==> src/hdl/dram_ctrl_pkg.sv <==
// shared address layout, DRAM timing and command encoding, referenced by scoped names
`default_nettype none

package dram_ctrl_pkg;

	// address split, lsb first: column, bank, bank group, row
	localparam int COL_WIDTH  = 6; // bits 5..0
	localparam int BANK_WIDTH = 2; // bits 7..6
	localparam int BG_WIDTH   = 2; // bits 9..8
	localparam int ROW_WIDTH  = 6; // bits 15..10
	localparam int ADDR_WIDTH = COL_WIDTH + BANK_WIDTH + BG_WIDTH + ROW_WIDTH;

	// every bank group holds the same number of banks
	localparam int NUM_BANKS = 2 ** (BG_WIDTH + BANK_WIDTH);

	// per-bank and tCCD countdowns share this width
	localparam int TIMER_WIDTH = 5;

	// timing in clk cycles
	localparam logic [TIMER_WIDTH-1:0] T_RCD = 5'd3; // act -> rd/wr, same bank
	localparam logic [TIMER_WIDTH-1:0] T_RP  = 5'd3; // pre -> act, same bank
	localparam logic [TIMER_WIDTH-1:0] T_RAS = 5'd8; // act -> pre, same bank
	localparam logic [TIMER_WIDTH-1:0] T_CCD = 5'd2; // rd/wr -> rd/wr, any bank

	// refresh interval and recovery are far longer than the bank timers
	localparam int T_REFI = 200;
	localparam int T_RFC  = 12;  // no command at all during this window

	// command opcodes on the command port
	typedef enum logic [2:0] {
		CMD_RD,  // column read, row field zero
		CMD_WR,  // column write, row field zero
		CMD_ACT, // open a row, column field zero
		CMD_PRE, // close the bank, row and column zero
		CMD_REF  // all-bank refresh, address fields zero
	} dram_cmd_t;

endpackage : dram_ctrl_pkg

`default_nettype wire

==> src/hdl/request_queue.sv <==
// in-order request FIFO between the request port and the command sequencer
`timescale 1ns/100ps
`default_nettype none

module request_queue #(
	parameter int DEPTH = 8 // power of two
) (
	input  logic                                clk,
	input  logic                                rst_n,
	input  logic                                push_valid,
	input  logic                                push_write, // 1 = write, 0 = read
	input  logic [dram_ctrl_pkg::ADDR_WIDTH-1:0] push_addr,
	input  logic                                pop,        // head consumed this cycle
	output logic                                push_ready,
	output logic                                head_valid,
	output logic                                head_write,
	output logic [dram_ctrl_pkg::ADDR_WIDTH-1:0] head_addr
);

	localparam int PTR_WIDTH = $clog2(DEPTH);

	logic [dram_ctrl_pkg::ADDR_WIDTH-1:0] addr_mem [DEPTH];
	logic                                write_mem [DEPTH];

	logic [PTR_WIDTH-1:0] wr_ptr;  // wraps on its own since depth is 2^n
	logic [PTR_WIDTH-1:0] rd_ptr;
	logic [PTR_WIDTH:0]   count;   // one extra bit to hold DEPTH
	logic                 push_fire;
	logic                 pop_fire;

	assign push_ready = (count != (PTR_WIDTH+1)'(DEPTH)); // low only when full
	assign head_valid = (count != '0);
	assign push_fire  = push_valid && push_ready;
	assign pop_fire   = pop && head_valid; // ignore a stray pop on empty

	assign head_write = write_mem[rd_ptr]; // oldest entry
	assign head_addr  = addr_mem[rd_ptr];

	// storage, written only on an accepted request
	always_ff @(posedge clk) begin
		if (push_fire) begin
			addr_mem[wr_ptr]  <= push_addr;
			write_mem[wr_ptr] <= push_write;
		end
	end

	// pointers and occupancy
	always_ff @(posedge clk or negedge rst_n) begin
		if (!rst_n) begin
			wr_ptr <= '0;
			rd_ptr <= '0;
			count  <= '0;
		end else begin
			if (push_fire)
				wr_ptr <= wr_ptr + 1'b1;
			if (pop_fire)
				rd_ptr <= rd_ptr + 1'b1;
			if (push_fire && !pop_fire)
				count <= count + 1'b1;
			else if (pop_fire && !push_fire)
				count <= count - 1'b1; // push and pop together leave count alone
		end
	end

endmodule : request_queue

`default_nettype wire

==> src/hdl/bank_state.sv <==
// per-bank open-row tracking and timing countdowns, queried for the head request's bank
`timescale 1ns/100ps
`default_nettype none

module bank_state (
	input  logic                                                  clk,
	input  logic                                                  rst_n,
	input  logic                                                  issue_fire, // cmd handshake
	input  dram_ctrl_pkg::dram_cmd_t                              issue_op,
	input  logic [dram_ctrl_pkg::BG_WIDTH+dram_ctrl_pkg::BANK_WIDTH-1:0] issue_bank,
	input  logic [dram_ctrl_pkg::ROW_WIDTH-1:0]                   issue_row,
	input  logic [dram_ctrl_pkg::BG_WIDTH+dram_ctrl_pkg::BANK_WIDTH-1:0] query_bank,
	output logic                                                  open,
	output logic [dram_ctrl_pkg::ROW_WIDTH-1:0]                   open_row,
	output logic                                                  act_ok,
	output logic                                                  pre_ok,
	output logic                                                  rw_ok
);

	logic                                   open_q    [dram_ctrl_pkg::NUM_BANKS];
	logic [dram_ctrl_pkg::ROW_WIDTH-1:0]    row_q     [dram_ctrl_pkg::NUM_BANKS];
	// tRCD after act, tRP after pre; never both live at once
	logic [dram_ctrl_pkg::TIMER_WIDTH-1:0]  delay_cnt [dram_ctrl_pkg::NUM_BANKS];
	logic [dram_ctrl_pkg::TIMER_WIDTH-1:0]  ras_cnt   [dram_ctrl_pkg::NUM_BANKS];

	// open flag and countdowns
	always_ff @(posedge clk or negedge rst_n) begin
		if (!rst_n) begin
			for (int b = 0; b < dram_ctrl_pkg::NUM_BANKS; b++) begin
				open_q[b]    <= 1'b0; // all banks start precharged
				delay_cnt[b] <= '0;
				ras_cnt[b]   <= '0;
			end
		end else begin
			for (int b = 0; b < dram_ctrl_pkg::NUM_BANKS; b++) begin
				if (delay_cnt[b] != '0)
					delay_cnt[b] <= delay_cnt[b] - 1'b1; // saturate at zero
				if (ras_cnt[b] != '0)
					ras_cnt[b] <= ras_cnt[b] - 1'b1;
			end
			if (issue_fire) begin
				case (issue_op)
					dram_ctrl_pkg::CMD_ACT: begin
						open_q[issue_bank]    <= 1'b1;
						delay_cnt[issue_bank] <= dram_ctrl_pkg::T_RCD; // load wins over decrement
						ras_cnt[issue_bank]   <= dram_ctrl_pkg::T_RAS;
					end
					dram_ctrl_pkg::CMD_PRE: begin
						open_q[issue_bank]    <= 1'b0;
						delay_cnt[issue_bank] <= dram_ctrl_pkg::T_RP;
					end
					dram_ctrl_pkg::CMD_REF: begin
						// refresh leaves every bank closed
						for (int b = 0; b < dram_ctrl_pkg::NUM_BANKS; b++)
							open_q[b] <= 1'b0;
					end
					default: ; // rd/wr change no bank state
				endcase
			end
		end
	end

	// row address latched on act, only meaningful while open
	always_ff @(posedge clk) begin
		if (issue_fire && issue_op == dram_ctrl_pkg::CMD_ACT)
			row_q[issue_bank] <= issue_row;
	end

	assign open     = open_q[query_bank];
	assign open_row = row_q[query_bank];
	assign act_ok   = !open_q[query_bank] && (delay_cnt[query_bank] == '0); // tRP met
	assign pre_ok   = open_q[query_bank] && (ras_cnt[query_bank] == '0);    // tRAS met
	assign rw_ok    = open_q[query_bank] && (delay_cnt[query_bank] == '0);  // tRCD met

endmodule : bank_state

`default_nettype wire

==> src/hdl/refresh_timer.sv <==
// refresh interval counter with refresh request and recovery hold-off
`timescale 1ns/100ps
`default_nettype none

module refresh_timer (
	input  logic clk,
	input  logic rst_n,
	input  logic refresh_fire, // REF handshake from the sequencer
	output logic refresh_due,  // held until REF goes out
	output logic refresh_busy  // recovery window, tRFC long
);

	localparam int REFI_WIDTH = $clog2(dram_ctrl_pkg::T_REFI + 1);
	localparam int RFC_WIDTH  = $clog2(dram_ctrl_pkg::T_RFC + 1);

	logic [REFI_WIDTH-1:0] refi_cnt;
	logic [RFC_WIDTH-1:0]  rfc_cnt;

	always_ff @(posedge clk or negedge rst_n) begin
		if (!rst_n) begin
			refi_cnt     <= REFI_WIDTH'(dram_ctrl_pkg::T_REFI - 1);
			rfc_cnt      <= '0;
			refresh_due  <= 1'b0;
			refresh_busy <= 1'b0;
		end else if (refresh_busy) begin
			if (rfc_cnt == '0) begin
				refresh_busy <= 1'b0; // recovery over, interval restarts here
				refi_cnt     <= REFI_WIDTH'(dram_ctrl_pkg::T_REFI - 1);
			end else begin
				rfc_cnt <= rfc_cnt - 1'b1;
			end
		end else if (refresh_due) begin
			if (refresh_fire) begin
				refresh_due  <= 1'b0;
				refresh_busy <= 1'b1;
				rfc_cnt      <= RFC_WIDTH'(dram_ctrl_pkg::T_RFC - 1);
			end
		end else if (refi_cnt == '0) begin
			refresh_due <= 1'b1; // interval elapsed
		end else begin
			refi_cnt <= refi_cnt - 1'b1;
		end
	end

endmodule : refresh_timer

`default_nettype wire

==> src/hdl/command_sequencer.sv <==
// picks the next DRAM command for the head request or refresh and drives the command port
`timescale 1ns/100ps
`default_nettype none

module command_sequencer (
	input  logic                                                  clk,
	input  logic                                                  rst_n,
	input  logic                                                  head_valid,
	input  logic                                                  head_write,
	input  logic [dram_ctrl_pkg::ADDR_WIDTH-1:0]                  head_addr,
	input  logic                                                  open,     // head bank state
	input  logic [dram_ctrl_pkg::ROW_WIDTH-1:0]                   open_row,
	input  logic                                                  act_ok,
	input  logic                                                  pre_ok,
	input  logic                                                  rw_ok,
	input  logic                                                  refresh_due,
	input  logic                                                  refresh_busy,
	input  logic                                                  cmd_ready,
	output logic                                                  head_pop,
	output logic [dram_ctrl_pkg::BG_WIDTH+dram_ctrl_pkg::BANK_WIDTH-1:0] query_bank,
	output logic                                                  issue_fire,
	output dram_ctrl_pkg::dram_cmd_t                              issue_op,
	output logic [dram_ctrl_pkg::BG_WIDTH+dram_ctrl_pkg::BANK_WIDTH-1:0] issue_bank,
	output logic [dram_ctrl_pkg::ROW_WIDTH-1:0]                   issue_row,
	output logic                                                  refresh_fire,
	output logic                                                  cmd_valid,
	output dram_ctrl_pkg::dram_cmd_t                              cmd_op,
	output logic [dram_ctrl_pkg::BG_WIDTH-1:0]                    cmd_bg,
	output logic [dram_ctrl_pkg::BANK_WIDTH-1:0]                  cmd_bank,
	output logic [dram_ctrl_pkg::ROW_WIDTH-1:0]                   cmd_row,
	output logic [dram_ctrl_pkg::COL_WIDTH-1:0]                   cmd_col
);

	logic [dram_ctrl_pkg::COL_WIDTH-1:0]   head_col;
	logic [dram_ctrl_pkg::BANK_WIDTH-1:0]  head_bank;
	logic [dram_ctrl_pkg::BG_WIDTH-1:0]    head_bg;
	logic [dram_ctrl_pkg::ROW_WIDTH-1:0]   head_row;
	logic [dram_ctrl_pkg::TIMER_WIDTH-1:0] ccd_cnt;  // gap between column commands
	logic                                  cmd_fire;
	logic                                  cmd_is_rw;
	logic                                  launch;   // a new command is chosen this cycle
	dram_ctrl_pkg::dram_cmd_t              next_op;

	// address split: row | bg | bank | col
	assign head_col   = head_addr[dram_ctrl_pkg::COL_WIDTH-1:0];
	assign head_bank  = head_addr[dram_ctrl_pkg::COL_WIDTH +: dram_ctrl_pkg::BANK_WIDTH];
	assign head_bg    = head_addr[dram_ctrl_pkg::COL_WIDTH + dram_ctrl_pkg::BANK_WIDTH +:
	                              dram_ctrl_pkg::BG_WIDTH];
	assign head_row   = head_addr[dram_ctrl_pkg::ADDR_WIDTH-1 -: dram_ctrl_pkg::ROW_WIDTH];
	assign query_bank = {head_bg, head_bank};

	assign cmd_fire   = cmd_valid && cmd_ready;
	assign cmd_is_rw  = (cmd_op == dram_ctrl_pkg::CMD_RD) || (cmd_op == dram_ctrl_pkg::CMD_WR);

	// handshake reports, all from registered command fields
	assign issue_fire   = cmd_fire;
	assign issue_op     = cmd_op;
	assign issue_bank   = {cmd_bg, cmd_bank};
	assign issue_row    = cmd_row;
	assign refresh_fire = cmd_fire && (cmd_op == dram_ctrl_pkg::CMD_REF);
	assign head_pop     = cmd_fire && cmd_is_rw; // request done once its column cmd goes

	// command choice, only with nothing outstanding and refresh recovery over
	always_comb begin
		launch  = 1'b0;
		next_op = dram_ctrl_pkg::CMD_REF;
		if (!cmd_valid && !refresh_busy) begin
			if (refresh_due) begin
				launch = 1'b1; // refresh beats any request
			end else if (head_valid) begin
				if (open && open_row == head_row) begin
					launch  = rw_ok && (ccd_cnt == '0); // row hit
					next_op = head_write ? dram_ctrl_pkg::CMD_WR : dram_ctrl_pkg::CMD_RD;
				end else if (open) begin
					launch  = pre_ok; // row conflict, close first
					next_op = dram_ctrl_pkg::CMD_PRE;
				end else begin
					launch  = act_ok; // bank closed
					next_op = dram_ctrl_pkg::CMD_ACT;
				end
			end
		end
	end

	// valid flag and tCCD countdown
	always_ff @(posedge clk or negedge rst_n) begin
		if (!rst_n) begin
			cmd_valid <= 1'b0;
			ccd_cnt   <= '0;
		end else begin
			if (cmd_fire)
				cmd_valid <= 1'b0;
			else if (launch)
				cmd_valid <= 1'b1;
			if (cmd_fire && cmd_is_rw)
				ccd_cnt <= dram_ctrl_pkg::T_CCD;
			else if (ccd_cnt != '0)
				ccd_cnt <= ccd_cnt - 1'b1;
		end
	end

	// command fields, held while waiting on cmd_ready
	always_ff @(posedge clk) begin
		if (launch) begin
			cmd_op   <= next_op;
			cmd_bg   <= (next_op == dram_ctrl_pkg::CMD_REF) ? '0 : head_bg;
			cmd_bank <= (next_op == dram_ctrl_pkg::CMD_REF) ? '0 : head_bank;
			cmd_row  <= (next_op == dram_ctrl_pkg::CMD_ACT) ? head_row : '0; // act only
			cmd_col  <= (next_op == dram_ctrl_pkg::CMD_RD ||
			             next_op == dram_ctrl_pkg::CMD_WR) ? head_col : '0;
		end
	end

endmodule : command_sequencer

`default_nettype wire

==> src/hdl/dram_ctrl_top.sv <==
// controller top level, connects queue, bank tracking, refresh and command sequencing
`timescale 1ns/100ps
`default_nettype none

module dram_ctrl_top #(
	parameter int QUEUE_DEPTH = 8 // request queue entries, power of two
) (
	input  logic                                 clk,
	input  logic                                 rst_n,
	input  logic                                 req_valid,
	input  logic                                 req_write,
	input  logic [dram_ctrl_pkg::ADDR_WIDTH-1:0] req_addr,
	input  logic                                 cmd_ready,
	output logic                                 req_ready,
	output logic                                 cmd_valid,
	output dram_ctrl_pkg::dram_cmd_t             cmd_op,
	output logic [dram_ctrl_pkg::BG_WIDTH-1:0]   cmd_bg,
	output logic [dram_ctrl_pkg::BANK_WIDTH-1:0] cmd_bank,
	output logic [dram_ctrl_pkg::ROW_WIDTH-1:0]  cmd_row,
	output logic [dram_ctrl_pkg::COL_WIDTH-1:0]  cmd_col
);

	localparam int BANK_IDX_WIDTH = dram_ctrl_pkg::BG_WIDTH + dram_ctrl_pkg::BANK_WIDTH;

	logic                                 head_valid, head_write, head_pop;
	logic [dram_ctrl_pkg::ADDR_WIDTH-1:0] head_addr;
	logic [BANK_IDX_WIDTH-1:0]            query_bank, issue_bank; // {bg, bank}
	logic                                 open, act_ok, pre_ok, rw_ok;
	logic [dram_ctrl_pkg::ROW_WIDTH-1:0]  open_row, issue_row;
	logic                                 issue_fire;
	dram_ctrl_pkg::dram_cmd_t             issue_op;
	logic                                 refresh_due, refresh_busy, refresh_fire;

	request_queue #(.DEPTH(QUEUE_DEPTH)) u_request_queue (
		.clk, .rst_n,
		.push_valid(req_valid), .push_write(req_write), .push_addr(req_addr),
		.pop(head_pop), .push_ready(req_ready),
		.head_valid, .head_write, .head_addr
	);

	bank_state u_bank_state (
		.clk, .rst_n, .issue_fire, .issue_op, .issue_bank, .issue_row,
		.query_bank, .open, .open_row, .act_ok, .pre_ok, .rw_ok
	);

	refresh_timer u_refresh_timer (.clk, .rst_n, .refresh_fire, .refresh_due, .refresh_busy);

	command_sequencer u_command_sequencer (
		.clk, .rst_n, .head_valid, .head_write, .head_addr,
		.open, .open_row, .act_ok, .pre_ok, .rw_ok,
		.refresh_due, .refresh_busy, .cmd_ready,
		.head_pop, .query_bank, .issue_fire, .issue_op, .issue_bank, .issue_row,
		.refresh_fire, .cmd_valid, .cmd_op, .cmd_bg, .cmd_bank, .cmd_row, .cmd_col
	);

endmodule : dram_ctrl_top

`default_nettype wire

==> config.mk <==
export PLATFORM = sky130hd
export DESIGN_NAME = dram_ctrl_top
export DESIGN_NICKNAME = d
export VERILOG_FILES = /design/src/hdl/dram_ctrl_pkg.sv /design/src/hdl/request_queue.sv /design/src/hdl/bank_state.sv /design/src/hdl/refresh_timer.sv /design/src/hdl/command_sequencer.sv /design/src/hdl/dram_ctrl_top.sv
export SDC_FILE = /design/constraint.sdc
export NUM_CORES = 1
export LEC_CHECK = 0
export BUFFER_PORTS_ARGS = -buffer_cell sky130_fd_sc_hd__buf_4
export CAP_MARGIN = 20
export CELL_PAD_IN_SITES_DETAIL_PLACEMENT = 1
export CELL_PAD_IN_SITES_GLOBAL_PLACEMENT = 1
export CORE_UTILIZATION = 45
export CTS_CLUSTER_DIAMETER = 30
export DETAILED_ROUTE_END_ITERATION = 12
export PLACE_DENSITY = 0.69
export SLEW_MARGIN = 20
export SYNTH_ARGS = -nofsm -noshare
export SYNTH_HDL_FRONTEND = slang
export SYNTH_HIERARCHICAL = 1
export SYNTH_SLANG_ARGS = --single-unit
==> constraint.sdc <==
create_clock -name clk -period 12 [get_ports clk]
set_clock_uncertainty 0.15 [all_clocks]
set_input_delay 1.8 -clock clk [delete_from_list [all_inputs] [get_ports clk]]
set_output_delay 1.8 -clock clk [all_outputs]
set_load 0.05 [all_outputs]
[Word-level counts from Yosys, hierarchy flattened]
Memories as Yosys holds them, arrays and structs flattened.
Index checks and enable logic that the tools add are counted.
Word-level totals
  output and inout bits: 21
  logic and storage cells: 290
  memories: 3
  input bits: 21
  flip-flop bits (word level): 225
  bits in writable memories: 232
Memory list
  u_request_queue.addr_mem: depth 8, bits a word 16, rd ports 1, clocked after Yosys merged registers in 0, wr ports 1, RTL line request_queue.sv:22  | logic [dram_ctrl_pkg::ADDR_WIDTH-1:0] addr_mem [DEPTH];
  u_bank_state.row_q: depth 16, bits a word 6, rd ports 1, clocked after Yosys merged registers in 0, wr ports 1, RTL line bank_state.sv:21  | logic [dram_ctrl_pkg::ROW_WIDTH-1:0] row_q [dram_ctrl_pkg::NUM_BANKS];
  u_request_queue.write_mem: depth 8, bits a word 1, rd ports 1, clocked after Yosys merged registers in 0, wr ports 1, RTL line request_queue.sv:23  | logic write_mem [DEPTH];
Cells by class
  $lt $le $gt $ge: 3
  $add $sub $neg: 39
  bitwise operators: 11
  reductions and logical operators: 73
  equal/unequal tests: 13
  muxes and demuxes: 86
Operator list (count)
  $mux 80: 4
  $mux 5: 39
  $reduce_bool 5->1: 33
  $sub 5x1->5 const B: 33
  $and 64x64->64: 1
  $not 64->64: 1
  $and 48x48->48: 1
  $not 48->48: 1
  $pmux 16 s3: 1
  $bmux 5 s4: 2
  $mux 8: 4
  $or 16x16->16: 2
  $or 32x32->32: 1
  $mux 4: 6
  $mux 1: 23
  $demux 5 s4: 1
  $and 16x16->16: 1
  $not 16->16: 1
  $logic_and 1x1->1: 15
  $logic_not 5->1: 3
  $mux 3: 4
  $ge 5x5->1 const B: 2
  $not 4->5: 2
  $reduce_bool 2->1: 5
  24 further kinds: 39

[Depth between registers and ports, before layout]
Gate-level depths: netlist (run 1).
An unclocked memory read counts as a cell.
  depth in word-level cells: 14
  mapped depth: 16
  mapped depth without buffers: 10

[Modules after synthesis]
Netlist (run 1), hierarchy kept.
Modules (own cells, without submodules)
  bank_state: area each 12557.0 um^2, instances 1, cells an instance 1084, sequential area each 7287.0 um^2
  request_queue: area each 5834.3 um^2, instances 1, cells an instance 259, sequential area each 4334.2 um^2
  command_sequencer: area each 1283.7 um^2, instances 1, cells an instance 111, sequential area each 720.7 um^2
  refresh_timer: area each 812.0 um^2, instances 1, cells an instance 80, sequential area each 356.6 um^2

[Least setup slack after synthesis (run 1)]
No wires, ideal clock.
  kind: flip-flop to flip-flop
  start point: register u_request_queue.rd_ptr[0]
  end point: register u_command_sequencer/cmd_bank[0] in the netlist's numbering (enable)
  cell stages (with the launch flop): 14
  clock period less this slack: 5.879 ns
  path slack: 6.121 ns
  path buffers: 5
  data arrival time: 5.298 ns
  setup time: 0.431 ns
  data required time: 11.419 ns
  cell sequence: dfrtp_1 -> buf_6 -> buf_6 -> mux4_1 -> mux2_2 -> buf_4 -> buf_6 -> buf_2 -> mux4_2 -> mux4_2 -> xnor2_1 -> nand4_1 -> or4_4 -> a311oi_1
On the way
  elaborated cells between the ends (all ways): 26
  those cells by class: 1 x eq/ne; 14 x mux; 1 x bitwise; 8 x reduce/logical; 2 x memory
RTL lines
  start, declared: RTL line request_queue.sv:26  | logic [PTR_WIDTH-1:0] rd_ptr;
  start signal, assigned: RTL line request_queue.sv:57  | rd_ptr <= rd_ptr + 1'b1;
  $mem_v2 8x16
  net head_addr, one bit: RTL line dram_ctrl_top.sv:26  | logic [dram_ctrl_pkg::ADDR_WIDTH-1:0] head_addr;
  $mem_v2 16x6
  net open_row, one bit: RTL line dram_ctrl_top.sv:29  | logic [dram_ctrl_pkg::ROW_WIDTH-1:0] open_row, issue_row;
  $eq 6x6->1: RTL line command_sequencer.sv:71  | if (open && open_row == head_row) begin
  $logic_and 1x1->1: RTL line command_sequencer.sv:71
  $mux 1: RTL line command_sequencer.sv:71
  $mux 1: RTL line command_sequencer.sv:70  | end else if (head_valid) begin
  $mux 1: RTL line command_sequencer.sv:68  | if (refresh_due) begin
  $mux 1: RTL line command_sequencer.sv:67  | if (!cmd_valid && !refresh_busy) begin
  net u_command_sequencer.launch: RTL line command_sequencer.sv:41  | logic launch;
  end signal, assigned: RTL line command_sequencer.sv:107  | cmd_bank <= (next_op == dram_ctrl_pkg::CMD_REF) ? '0 : head_bank;
  end, declared: RTL line command_sequencer.sv:29  | output logic [dram_ctrl_pkg::BANK_WIDTH-1:0] cmd_bank,
The timed path passes the listed nets, and every way through them passes these cells. The select of a mux whose other input is x is not followed.
A chain may end at the register's enable or synchronous reset.

[Final worst setup path (run 1)]
  start point: register u_request_queue.rd_ptr[0]
  end point: register u_command_sequencer.cmd_op[2] (enable)
On the way
  elaborated cells between the ends (all ways): 26
  those cells by class: 1 x eq/ne; 14 x mux; 1 x bitwise; 8 x reduce/logical; 2 x memory
RTL lines
  $mem_v2 8x16
  net head_addr, one bit: RTL line dram_ctrl_top.sv:26
  $mem_v2 16x6
  net open_row, one bit: RTL line dram_ctrl_top.sv:29
  $eq 6x6->1: RTL line command_sequencer.sv:71
  $logic_and 1x1->1: RTL line command_sequencer.sv:71
  $mux 1: RTL line command_sequencer.sv:71
  $mux 1: RTL line command_sequencer.sv:70
  $mux 1: RTL line command_sequencer.sv:68
  $mux 1: RTL line command_sequencer.sv:67
  net u_command_sequencer.launch: RTL line command_sequencer.sv:41
  end signal, assigned: RTL line command_sequencer.sv:105  | cmd_op <= next_op;
  end, declared: RTL line command_sequencer.sv:27  | output dram_ctrl_pkg::dram_cmd_t cmd_op,
The timed path passes the listed nets, and every way through them passes these cells. The select of a mux whose other input is x is not followed.

==> results of run 1 <==
## layer usage
| metal | GRT usage | share of wire | vias up |
|---|---|---|---|
| li1 | - | - | 5877 |
| met1 | 0.307 | 0.43 | 6824 |
| met2 | 0.387 | 0.49 | 341 |
| met3 | 0.0507 | 0.047 | 116 |
| met4 | 0.0936 | 0.031 | 2 |
| met5 | 0 | 0.00021 | - |
## worst max-delay path, stage by stage, from the launching register on
cell                       delay (ps)
sky130_fd_sc_hd__dfrtp_2          340
sky130_fd_sc_hd__buf_4            520
sky130_fd_sc_hd__mux4_1           660
sky130_fd_sc_hd__mux2_4           630
sky130_fd_sc_hd__mux4_2           590
sky130_fd_sc_hd__mux4_2           490
sky130_fd_sc_hd__xnor2_1          190
sky130_fd_sc_hd__nand4_1          310
sky130_fd_sc_hd__or4_4            630
sky130_fd_sc_hd__a311oi_4         300
sky130_fd_sc_hd__buf_4            350
## state kept, by name, summed over array words and instances (netlist names), 6 cells and up
register,flops
u_bank_state/row_q,96
u_command_sequencer/cmd_col,6
u_request_queue/write_mem,8
u_bank_state/ras_cnt,80
u_bank_state/open_q,16
u_command_sequencer/cmd_row,6
u_refresh_timer/refi_cnt,8
u_bank_state/delay_cnt,80
u_request_queue/addr_mem,128
## worst max-delay path by stage
stage	to	cells past startpoint
after global placement	u_command_sequencer/cmd_col[3]	10
after floorplan	u_command_sequencer/cmd_bank[0]	13
final	u_command_sequencer/cmd_op[2]	10
after CTS	u_command_sequencer/cmd_op[1]	10
after global routing	u_command_sequencer/cmd_op[1]	10
after detailed placement	u_command_sequencer/cmd_col[0]	10
## kinds of logic after synthesis
group                      Yosys count  synth area share
AOI/OAI and AO/OA                  149            0.0481
xor gates and xnor gates            98            0.0419
adders and majority gates           43            0.0266
buffers and inverters              146            0.0340
DFF                                457             0.620
muxes                              106             0.102
and+or+nand+nor                    535             0.127
## through the flow
stage               total power, mW  cell area, um^2  setup slack, ps  utilization
floorplan                      4.32            20500             6120            -
detailed placement             4.96            21400             6530        0.480
global route                   8.23            25000             6290        0.560
global placement               4.84            21400             6550        0.480
CTS                            7.89            25000             6420        0.560
finish                         7.83            25000             6470        0.560
## final cells by class
class / instances / area, um^2 / share of cell area
Multi-Input combinational cell: 931 / 7170 / 0.287
Tap cell: 592 / 741 / 0.0296
Clock buffer: 126 / 2740 / 0.110
Timing Repair Buffer: 66 / 507 / 0.0203
Inverter: 86 / 323 / 0.0129
Sequential cell: 457 / 12700 / 0.508
Clock inverter: 62 / 815 / 0.0326
## power by group
part           switching [mW]  total [mW]  internal [mW]  leakage (nW)
sequential              0.362        2.50           2.14          4.85
combinational            1.43        2.49           1.07          3.30
clock                   0.911        2.84           1.93          1.72
total                    2.70        7.83           5.13          9.87
## placed cells by master, fill, tap and decap left out, types with 7 or more instances in the layout
cell type / instances
sky130_fd_sc_hd__edfxtp_1: 251
sky130_fd_sc_hd__dfrtp_1: 200
sky130_fd_sc_hd__nor2_1: 170
sky130_fd_sc_hd__nand2_1: 122
sky130_fd_sc_hd__clkbuf_16: 101
sky130_fd_sc_hd__xnor2_1: 97
sky130_fd_sc_hd__nor3_1: 90
sky130_fd_sc_hd__inv_1: 86
sky130_fd_sc_hd__buf_4: 64
sky130_fd_sc_hd__mux4_2: 44
sky130_fd_sc_hd__ha_1: 42
sky130_fd_sc_hd__o21ai_0: 29
sky130_fd_sc_hd__mux4_1: 28
sky130_fd_sc_hd__o211ai_1: 27
sky130_fd_sc_hd__and3_1: 25
sky130_fd_sc_hd__mux2_2: 24
sky130_fd_sc_hd__a21oi_1: 24
sky130_fd_sc_hd__nor2b_1: 23
sky130_fd_sc_hd__nor4_1: 17
sky130_fd_sc_hd__o22ai_1: 16
sky130_fd_sc_hd__clkinv_2: 14
sky130_fd_sc_hd__bufinv_16: 14
sky130_fd_sc_hd__a211oi_1: 14
sky130_fd_sc_hd__clkbuf_1: 13
sky130_fd_sc_hd__a31oi_1: 13
sky130_fd_sc_hd__clkinv_4: 12
sky130_fd_sc_hd__clkbuf_8: 12
sky130_fd_sc_hd__and2_1: 12
sky130_fd_sc_hd__nand2b_1: 10
sky130_fd_sc_hd__mux2i_1: 9
sky130_fd_sc_hd__clkinvlp_4: 8
sky130_fd_sc_hd__nor4b_1: 8
sky130_fd_sc_hd__inv_6: 7
sky130_fd_sc_hd__nand3_1: 7
==> impl_results.html, run 1 <==
<table>
<tr><th>Metric</th><th>Value</th></tr>
<tr><th colspan="2">Synthesis</th></tr>
<tr><td>Number of flops mapped to enable cells by yosys</td><td>251</td></tr>
<tr><td>Library cell with the largest summed area after synthesis</td><td>sky130_fd_sc_hd__edfxtp_1</td></tr>
<tr><td>Count leader, synth</td><td>sky130_fd_sc_hd__edfxtp_1</td></tr>
<tr><td>Post-synthesis async set-or-reset flop share</td><td>0.451</td></tr>
<tr><td>Number of instances in the synthesized netlist</td><td>1534</td></tr>
<tr><td>Synth area leaders</td><td>sky130_fd_sc_hd__edfxtp_1 37%, sky130_fd_sc_hd__dfrtp_1 25%, sky130_fd_sc_hd__mux4_2 4.8%</td></tr>
<tr><td>Syn Area/Cell</td><td>13.4 um^2</td></tr>
<tr><td>Synthesis-stage register bit count</td><td>457</td></tr>
<tr><td>Most common flop cell mapped by yosys</td><td>sky130_fd_sc_hd__edfxtp_1</td></tr>
<tr><td>Post-Synthesis Cell Area</td><td>20500 um^2</td></tr>
<tr><td>Syn Nets</td><td>1598</td></tr>
<tr><td>Yosys warning count</td><td>6</td></tr>
<tr><td>Most used standard cells in the synthesized netlist</td><td>251 x sky130_fd_sc_hd__edfxtp_1, 201 x sky130_fd_sc_hd__dfrtp_1, 173 x sky130_fd_sc_hd__nor2_1</td></tr>
<tr><td>Number of distinct library cell variants in the gate-level netlist after synthesis</td><td>71</td></tr>
<tr><td>Post-synth top area share</td><td>0.368</td></tr>
<tr><td>Share of synthesized area occupied by flip-flops and latches</td><td>0.620</td></tr>
<tr><th colspan="2">Critical path</th></tr>
<tr><td>Element type at the critical path start</td><td>flop</td></tr>
<tr><td>Largest driver fanout on the critical path</td><td>58</td></tr>
<tr><td>Worst-case reg-to-reg path depth</td><td>10</td></tr>
<tr><td>Register-to-register setup slack</td><td>6470 ps</td></tr>
<tr><td>Sort of element at the end of the critical path</td><td>flop</td></tr>
<tr><td>Worst path required time</td><td>12140 ps</td></tr>
<tr><td>Path type of the worst setup path</td><td>flop to flop</td></tr>
<tr><td>Critical path startpoint</td><td>u_request_queue/rd_ptr[0]</td></tr>
<tr><td>Worst reg2reg path endpoint</td><td>u_command_sequencer/cmd_op[2]</td></tr>
<tr><td>Startpoint of the lowest-slack register-to-register path</td><td>u_request_queue/rd_ptr[0]</td></tr>
<tr><td>Arrival time of the worst setup path</td><td>5660 ps</td></tr>
<tr><th colspan="2">Routing</th></tr>
<tr><td>Via density per instance</td><td>5.67</td></tr>
<tr><td>Starting DRC count in detailed routing</td><td>918</td></tr>
<tr><td>Number of DRC violations after detailed routing</td><td>0</td></tr>
<tr><td>Post-detailed-route wirelength per cell</td><td>22.9 um</td></tr>
<tr><td>Number of iterations in the first detailed-routing pass</td><td>5</td></tr>
<tr><td>Final Routed Wirelength</td><td>53200 um</td></tr>
<tr><td>Final ANT Viol Nets</td><td>0</td></tr>
<tr><td>Routed vias</td><td>13200</td></tr>
<tr><th colspan="2">Die</th></tr>
<tr><td>Area of the die</td><td>46400 um^2</td></tr>
<tr><td>Die boundary height</td><td>215 um</td></tr>
<tr><td># rows</td><td>77</td></tr>
<tr><td>I/O pin count</td><td>42</td></tr>
<tr><td>Floorplan Core Area</td><td>44600 um^2</td></tr>
<tr><td>Starting density of the core</td><td>0.459</td></tr>
<tr><td>Floorplan die width</td><td>215 um</td></tr>
<tr><th colspan="2">CTS</th></tr>
<tr><td>Maximum count of clock buffers along a single path</td><td>3</td></tr>
<tr><td>Postcts setup bufs</td><td>0</td></tr>
<tr><td>Count of instances resized after the clock tree is built</td><td>0</td></tr>
<tr><td>Number of CTS-inserted buffers</td><td>100</td></tr>
<tr><td>CTS Root Cell</td><td>sky130_fd_sc_hd__clkbuf_16</td></tr>
<tr><td>CTS H-tree lvls</td><td>3</td></tr>
<tr><td>TritonCTS Sinks</td><td>457</td></tr>
<tr><td>Hold-fix buffers at CTS</td><td>0</td></tr>
<tr><td>Later-pin clock latency in the skew report</td><td>640 ps</td></tr>
<tr><td>Clock-pin slew of the registers on the worst-case setup and hold paths</td><td>50 ps</td></tr>
<tr><td>Clock tree from TritonCTS</td><td>built</td></tr>
<tr><th colspan="2">Power</th></tr>
<tr><td>VDD IR max</td><td>0.178 mV</td></tr>
<tr><td>Leakage power</td><td>9.87 nW</td></tr>
<tr><td>Power density over the cells</td><td>313 nW/um^2</td></tr>
<tr><th colspan="2">Timing</th></tr>
<tr><td>Sum of negative setup slack</td><td>0 ps</td></tr>
<tr><td>Final Setup Violations</td><td>0</td></tr>
<tr><td>Minimum clock period</td><td>5530 ps</td></tr>
<tr><td>Share of the clock period used by the worst path after layout</td><td>0.461</td></tr>
<tr><td>Setup repair after global routing missed its margin</td><td>no</td></tr>
<tr><td>Final hold vios</td><td>0</td></tr>
<tr><td>Worst-margin pin slew</td><td>1050 ps</td></tr>
<tr><td>Minimum hold slack</td><td>370 ps</td></tr>
<tr><td>Maximum achievable frequency</td><td>181 MHz</td></tr>
<tr><td>Final slew viol count</td><td>0</td></tr>
<tr><td>Worst slew slack as a fraction of its limit</td><td>0.298</td></tr>
<tr><th colspan="2">Cells and area</th></tr>
<tr><td>Number of standard cells in the layout, taps in and fillers out</td><td>2320</td></tr>
<tr><td>Final net count</td><td>1706</td></tr>
<tr><td>Number of diodes</td><td>0</td></tr>
<tr><td>Layout overhead on the synthesized area</td><td>22.0%</td></tr>
<tr><td>Fill cell total of the finished layout</td><td>4242</td></tr>
<tr><td>Fraction of final layout cells sized beyond drive strength 1</td><td>0.199</td></tr>
<tr><th colspan="2">GRT</th></tr>
<tr><td>Aggregate global routing overflow</td><td>0</td></tr>
<tr><td>Global-route wire length before repair</td><td>83700 um</td></tr>
<tr><td>Maximum number of pins on one net before global-route repair</td><td>81</td></tr>
<tr><td>Overall Global Routing Usage</td><td>0.236</td></tr>
<tr><td>Number of global-route vias before repair</td><td>14700</td></tr>
<tr><td>Number of antenna violations at the first check in global routing</td><td>1</td></tr>
<tr><th colspan="2">Hold path</th></tr>
<tr><td>End point of the most critical hold path</td><td>u_bank_state/ras_cnt[24]</td></tr>
<tr><td>WHS Path Cells</td><td>2</td></tr>
<tr><td>Launch instance of the worst min-delay path</td><td>u_bank_state/ras_cnt[24]</td></tr>
<tr><td>Class of the tightest hold or removal check</td><td>flop to flop</td></tr>
<tr><th colspan="2">Outcome</th></tr>
<tr><td>Result of the run</td><td>complete, no violations</td></tr>
<tr><th colspan="2">Placement</th></tr>
<tr><td>Global placement routability congestion</td><td>0.817</td></tr>
<tr><td>Placed Cells</td><td>2132</td></tr>
<tr><td>Post-DP HPWL</td><td>31900 um</td></tr>
<tr><td>Number of I/O port buffers</td><td>41</td></tr>
<tr><th colspan="2">Job</th></tr>
<tr><td>Number of violations of the max-capacitance limit</td><td>0</td></tr>
</table>
(Power assumes the default switching activity.)
==> inputs of run 2 (changes only) <==
--- a/config.mk
+++ b/config.mk
@@ -5,6 +5,7 @@
 export SDC_FILE = /design/constraint.sdc
 export NUM_CORES = 1
 export LEC_CHECK = 0
+export ABC_AREA = 1
 export BUFFER_PORTS_ARGS = -buffer_cell sky130_fd_sc_hd__buf_4
 export CAP_MARGIN = 20
 export CELL_PAD_IN_SITES_DETAIL_PLACEMENT = 1
@@ -12,7 +13,7 @@
 export CORE_UTILIZATION = 45
 export CTS_CLUSTER_DIAMETER = 30
 export DETAILED_ROUTE_END_ITERATION = 12
-export PLACE_DENSITY = 0.69
+export PLACE_DENSITY = 0.73
 export SLEW_MARGIN = 20
 export SYNTH_ARGS = -nofsm -noshare
 export SYNTH_HDL_FRONTEND = slang
==> constraint.sdc (replaced) <==
create_clock -name clk -period 5.1 [get_ports clk]
set_clock_uncertainty 0.15 [all_clocks]
set_input_delay 0.765 -clock clk [delete_from_list [all_inputs] [get_ports clk]]
set_output_delay 0.765 -clock clk [all_outputs]
set_load 0.05 [all_outputs]
==> run 2 against run 1 <==
  * Die area grew 6.6%
  * Synthesized cell count is 55% higher
  * Total power increased to 2.6 times the previous value
  * Count of clock-buffer cells in the layout is 16 higher
  * First-iteration DRC count shrank 1.9%
  * Sequential share of layout area fell by 3.8 points
  * Via count increased by 29%
  * Worst setup slack got worse by 5800 ps
  * Flip-flop and latch count unchanged
  * Synthesized area rose by 6.7%
  * Register-to-register slack worse by 5800 ps
  * Critical endpoint is now u_command_sequencer/cmd_bank[0]
==> impl_results.html, run 2 <==
<table>
<tr><th>Metric</th><th>Value</th></tr>
<tr><th colspan="2">Outcome</th></tr>
<tr><td>Result of the run</td><td>complete, no violations</td></tr>
<tr><th colspan="2">Timing</th></tr>
<tr><td>Minimum clock period</td><td>4440 ps (-1090 ps)</td></tr>
<tr><td>Share of the clock period used by the worst path after layout</td><td>0.870 (+0.410)</td></tr>
<tr><td>Final slew viol count</td><td>0 (unchanged)</td></tr>
<tr><td>Final Setup Violations</td><td>0 (unchanged)</td></tr>
<tr><td>Worst slew slack as a fraction of its limit</td><td>0.230 (-0.0681)</td></tr>
<tr><td>Post-route worst setup slack</td><td>661 ps (-5810 ps)</td></tr>
<tr><td>Maximum achievable frequency</td><td>225 MHz (+25%)</td></tr>
<tr><td>Worst-margin pin slew</td><td>1150 ps (+102 ps)</td></tr>
<tr><td>Setup repair after global routing missed its margin</td><td>no</td></tr>
<tr><td>Sum of negative setup slack</td><td>0 ps (unchanged)</td></tr>
<tr><td>Final hold vios</td><td>0 (unchanged)</td></tr>
<tr><th colspan="2">Critical path</th></tr>
<tr><td>Largest driver fanout on the critical path</td><td>51 (-12%)</td></tr>
<tr><td>Worst path required time</td><td>5220 ps (-6920 ps)</td></tr>
<tr><td>Register-to-register setup slack</td><td>660 ps (-5810 ps)</td></tr>
<tr><td>Startpoint of the lowest-slack register-to-register path</td><td>u_request_queue/rd_ptr[0]</td></tr>
<tr><td>Cell type with the highest occurrence count on the critical path</td><td>sky130_fd_sc_hd__nand2_1</td></tr>
<tr><td>CP cell instances</td><td>nor2_1 -&gt; nor2_1 -&gt; nand2_1 -&gt; nand2_1 -&gt; nand2_1 -&gt; nand2_2 -&gt; buf_4 -&gt; o21ai_0 -&gt; o221ai_1 -&gt; o211ai_1 -&gt; nand2_1 -&gt; xnor2_1 -&gt; nand2_1 -&gt; nor2_2 -&gt; nand3_1 -&gt; nand2_1 -&gt; nand3_1 -&gt; nand2_1 -&gt; nand2_1 -&gt; inv_1</td></tr>
<tr><td>Path type of the worst setup path</td><td>flop to flop</td></tr>
<tr><td>Worst reg2reg path endpoint</td><td>u_command_sequencer/cmd_bank[0]</td></tr>
<tr><td>Element type at the critical path start</td><td>flop</td></tr>
<tr><td>Worst-case reg-to-reg path depth</td><td>20 (+10)</td></tr>
<tr><td>Slowest cell on the critical path</td><td>sky130_fd_sc_hd__dfrtp_4</td></tr>
<tr><td>Sort of element at the end of the critical path</td><td>flop</td></tr>
<tr><td>Max incr delay on CP</td><td>730 ps (+70 ps)</td></tr>
<tr><td>Arrival time of the worst setup path</td><td>4560 ps (-1100 ps)</td></tr>
<tr><th colspan="2">Synthesis</th></tr>
<tr><td>Synth area leaders</td><td>sky130_fd_sc_hd__edfxtp_1 34%, sky130_fd_sc_hd__dfrtp_1 23%, sky130_fd_sc_hd__nand2_1 8.7%</td></tr>
<tr><td>Yosys warning count</td><td>6 (unchanged)</td></tr>
<tr><td>Count leader, synth</td><td>sky130_fd_sc_hd__nand2_1</td></tr>
<tr><td>Post-Synthesis Cell Area</td><td>21900 um^2 (+6.7%)</td></tr>
<tr><td>Number of instances in the synthesized netlist</td><td>2377 (+55%)</td></tr>
<tr><td>Syn Nets</td><td>2441 (+53%)</td></tr>
<tr><td>Post-synth top area share</td><td>0.345 (-0.0230)</td></tr>
<tr><td>Post-synthesis async set-or-reset flop share</td><td>0.451 (unchanged)</td></tr>
<tr><td>Share of synthesized area occupied by flip-flops and latches</td><td>0.581 (-0.0387)</td></tr>
<tr><td>Library cell with the largest summed area after synthesis</td><td>sky130_fd_sc_hd__edfxtp_1</td></tr>
<tr><td>Number of flops mapped to enable cells by yosys</td><td>251 (unchanged)</td></tr>
<tr><td>Syn Area/Cell</td><td>9.19 um^2 (-31%)</td></tr>
<tr><td>Number of distinct library cell variants in the gate-level netlist after synthesis</td><td>49 (-31%)</td></tr>
<tr><td>Most common flop cell mapped by yosys</td><td>sky130_fd_sc_hd__edfxtp_1</td></tr>
<tr><td>Most used standard cells in the synthesized netlist</td><td>509 x sky130_fd_sc_hd__nand2_1, 380 x sky130_fd_sc_hd__nor2_1, 309 x sky130_fd_sc_hd__inv_1</td></tr>
<tr><td>Synthesis-stage register bit count</td><td>457 (unchanged)</td></tr>
<tr><th colspan="2">Die</th></tr>
<tr><td>Starting density of the core</td><td>0.457 (-0.00259)</td></tr>
<tr><td>Floorplan Core Area</td><td>47800 um^2 (+7.3%)</td></tr>
<tr><td>I/O pin count</td><td>42 (unchanged)</td></tr>
<tr><td>Floorplan die width</td><td>222 um (+3.2%)</td></tr>
<tr><td>Die boundary height</td><td>222 um (+3.2%)</td></tr>
<tr><td># rows</td><td>80 (+3.9%)</td></tr>
<tr><td>Area of the die</td><td>49400 um^2 (+6.6%)</td></tr>
<tr><th colspan="2">Placement</th></tr>
<tr><td>Number of I/O port buffers</td><td>41 (unchanged)</td></tr>
<tr><td>Post-Place Setup Slack</td><td>715 ps (-5810 ps)</td></tr>
<tr><td>Global placement routability congestion</td><td>0.789 (-3.5%)</td></tr>
<tr><td>Placed Cells</td><td>2978 (+40%)</td></tr>
<tr><td>Post-DP HPWL</td><td>36800 um (+15%)</td></tr>
<tr><th colspan="2">Power</th></tr>
<tr><td>Leakage power</td><td>12.0 nW (+22%)</td></tr>
<tr><td>Power density over the cells</td><td>763 nW/um^2 (+140%)</td></tr>
<tr><td>Post-layout power</td><td>20.6 mW (+160%)</td></tr>
<tr><td>VDD IR max</td><td>0.418 mV (+130%)</td></tr>
<tr><th colspan="2">Routing</th></tr>
<tr><td>Post-detailed-route wirelength per cell</td><td>19.1 um (-17%)</td></tr>
<tr><td>Number of DRC violations after detailed routing</td><td>0 (unchanged)</td></tr>
<tr><td>Final Routed Wirelength</td><td>61000 um (+15%)</td></tr>
<tr><td>Final ANT Viol Nets</td><td>0 (unchanged)</td></tr>
<tr><td>Routed vias</td><td>17000 (+29%)</td></tr>
<tr><td>Via density per instance</td><td>5.32 (-6.3%)</td></tr>
<tr><td>Starting DRC count in detailed routing</td><td>901 (-1.9%)</td></tr>
<tr><td>Number of iterations in the first detailed-routing pass</td><td>5 (unchanged)</td></tr>
<tr><th colspan="2">Hold path</th></tr>
<tr><td>WHS Path Cells</td><td>1 (-1)</td></tr>
<tr><td>Class of the tightest hold or removal check</td><td>input pin to flop</td></tr>
<tr><td>Launch instance of the worst min-delay path</td><td>req_addr[0]</td></tr>
<tr><td>End point of the most critical hold path</td><td>u_request_queue/addr_mem[3][0]</td></tr>
<tr><th colspan="2">Cells and area</th></tr>
<tr><td>Most frequent cells in the layout</td><td>507 x sky130_fd_sc_hd__nand2_1, 380 x sky130_fd_sc_hd__nor2_1, 309 x sky130_fd_sc_hd__inv_1</td></tr>
<tr><td>Number of standard cells in the layout, taps in and fillers out</td><td>3196 (+38%)</td></tr>
<tr><td>Registers with the most flip-flops</td><td>u_request_queue/addr_mem (128), u_bank_state/row_q (96)</td></tr>
<tr><td>Final net count</td><td>2543 (+49%)</td></tr>
<tr><td>Most common library cell in the layout ignoring fill and taps</td><td>sky130_fd_sc_hd__nand2_1</td></tr>
<tr><td>Layout overhead on the synthesized area</td><td>23.7%</td></tr>
<tr><td>Largest register by flop count</td><td>u_request_queue/addr_mem</td></tr>
<tr><td>Flip-flop count of the largest register, all copies and words added</td><td>128 (unchanged)</td></tr>
<tr><td>Fraction of final layout cells sized beyond drive strength 1</td><td>0.131 (-0.0684)</td></tr>
<tr><td>Post-layout utilization of the core</td><td>0.565 (+0.00466)</td></tr>
<tr><th colspan="2">GRT</th></tr>
<tr><td>Maximum number of pins on one net before global-route repair</td><td>104 (+28%)</td></tr>
<tr><td>Number of global-route vias before repair</td><td>18500 (+26%)</td></tr>
<tr><td>Number of antenna violations at the first check in global routing</td><td>1 (unchanged)</td></tr>
<tr><td>Overall Global Routing Usage</td><td>0.252 (+0.0157)</td></tr>
<tr><td>Global-route wire length before repair</td><td>97800 um (+17%)</td></tr>
<tr><td>Aggregate global routing overflow</td><td>0 (unchanged)</td></tr>
<tr><th colspan="2">CTS</th></tr>
<tr><td>CTS H-tree lvls</td><td>3 (unchanged)</td></tr>
<tr><td>CTS Root Cell</td><td>sky130_fd_sc_hd__clkbuf_16</td></tr>
<tr><td>TritonCTS Sinks</td><td>457 (unchanged)</td></tr>
<tr><td>Later-pin clock latency in the skew report</td><td>650 ps (about the same)</td></tr>
<tr><td>Clock tree from TritonCTS</td><td>built</td></tr>
<tr><td>Clock-pin slew of the registers on the worst-case setup and hold paths</td><td>50 ps (about the same)</td></tr>
<tr><td>Postcts setup bufs</td><td>0 (unchanged)</td></tr>
<tr><td>Maximum count of clock buffers along a single path</td><td>3 (unchanged)</td></tr>
<tr><td>Number of CTS-inserted buffers</td><td>113 (+13%)</td></tr>
<tr><td>Count of instances resized after the clock tree is built</td><td>0 (unchanged)</td></tr>
<tr><th colspan="2">Job</th></tr>
<tr><td>Number of violations of the max-capacitance limit</td><td>0 (unchanged)</td></tr>
</table>
## run 2: worst max path at each step
stage / start / depth (start not counted) / end
6_report: u_request_queue/rd_ptr[0] / 20 / u_command_sequencer/cmd_bank[0]
5_1_grt: u_request_queue/rd_ptr[0] / 20 / u_command_sequencer/cmd_row[2]
4_1_cts: u_request_queue/rd_ptr[0] / 20 / u_command_sequencer/cmd_row[2]
3_5_place_dp: u_request_queue/rd_ptr[0] / 20 / u_command_sequencer/cmd_col[2]
3_3_place_gp: u_request_queue/rd_ptr[0] / 20 / u_command_sequencer/cmd_col[5]
2_1_floorplan: u_request_queue/rd_ptr[1] / 27 / u_command_sequencer/cmd_bank[0]
## run 2: cell type report
| class | count | area [um^2] |
|---|---|---|
| clock inverter | 73 | 1200 |
| timing repair buffer | 68 | 571 |
| sequential | 457 | 12700 |
| multi-input combinational | 1510 | 7460 |
| tap | 615 | 769 |
| fill | 5323 | 20800 |
| antenna | 2 | 5.00 |
| clock buffer | 142 | 3090 |
| inverter | 329 | 1240 |
## run 2: per-stage QoR
stage	instance area (um^2)	hold slack, ps
3_5_place_dp	22700	324
2_1_floorplan	21900	296
3_3_place_gp	22700	314
5_1_grt	27000	168
4_1_cts	27000	155
6_report	27000	191
## run 2: critical path, delay by kind of cell, from the launching register on
kind | cells | cell delay, ps
flip-flops | 1 | 730
AND/OR/NAND/NOR | 14 | 1250
AO/OA/AOI/OAI | 3 | 620
XOR/XNOR | 1 | 110
buffers and inverters | 2 | 1140
## run 2: kinds of logic (layout without fill, tap and decap cells)
kind of cell               count (synthesis)  count (layout)  share of synthesized area
muxes                                      1               1                   0.000458
xor gates and xnor gates                  74              74                     0.0297
adders and majority gates                 43              43                     0.0250
DFF                                      457             457                      0.581
and+or+nand+nor                         1119            1119                      0.213
AOI/OAI and AO/OA                        273             273                     0.0720
buffers and inverters                    410             612                     0.0788
other                                      0               2                          0
## run 2: layer usage
layer  GRT usage  up-vias  wire (um)
met1       0.294     8572      24700
met2       0.457      332      32100
met4      0.0966        0       1910
li1            -     7944          -
met3      0.0462      147       2380
met5           0        -          0
## run 2: power by group
part | switching, mW | internal [mW] | total, mW
registers | 0.930 | 5.09 | 6.02
clock network | 2.31 | 5.69 | 8.00
logic | 4.43 | 2.19 | 6.62
## run 2: what timing repair did
action,in CTS,in global routing
hold buffers,1,0
endpoints found under the hold margin,65,0
endpoints found under the setup margin,0,0
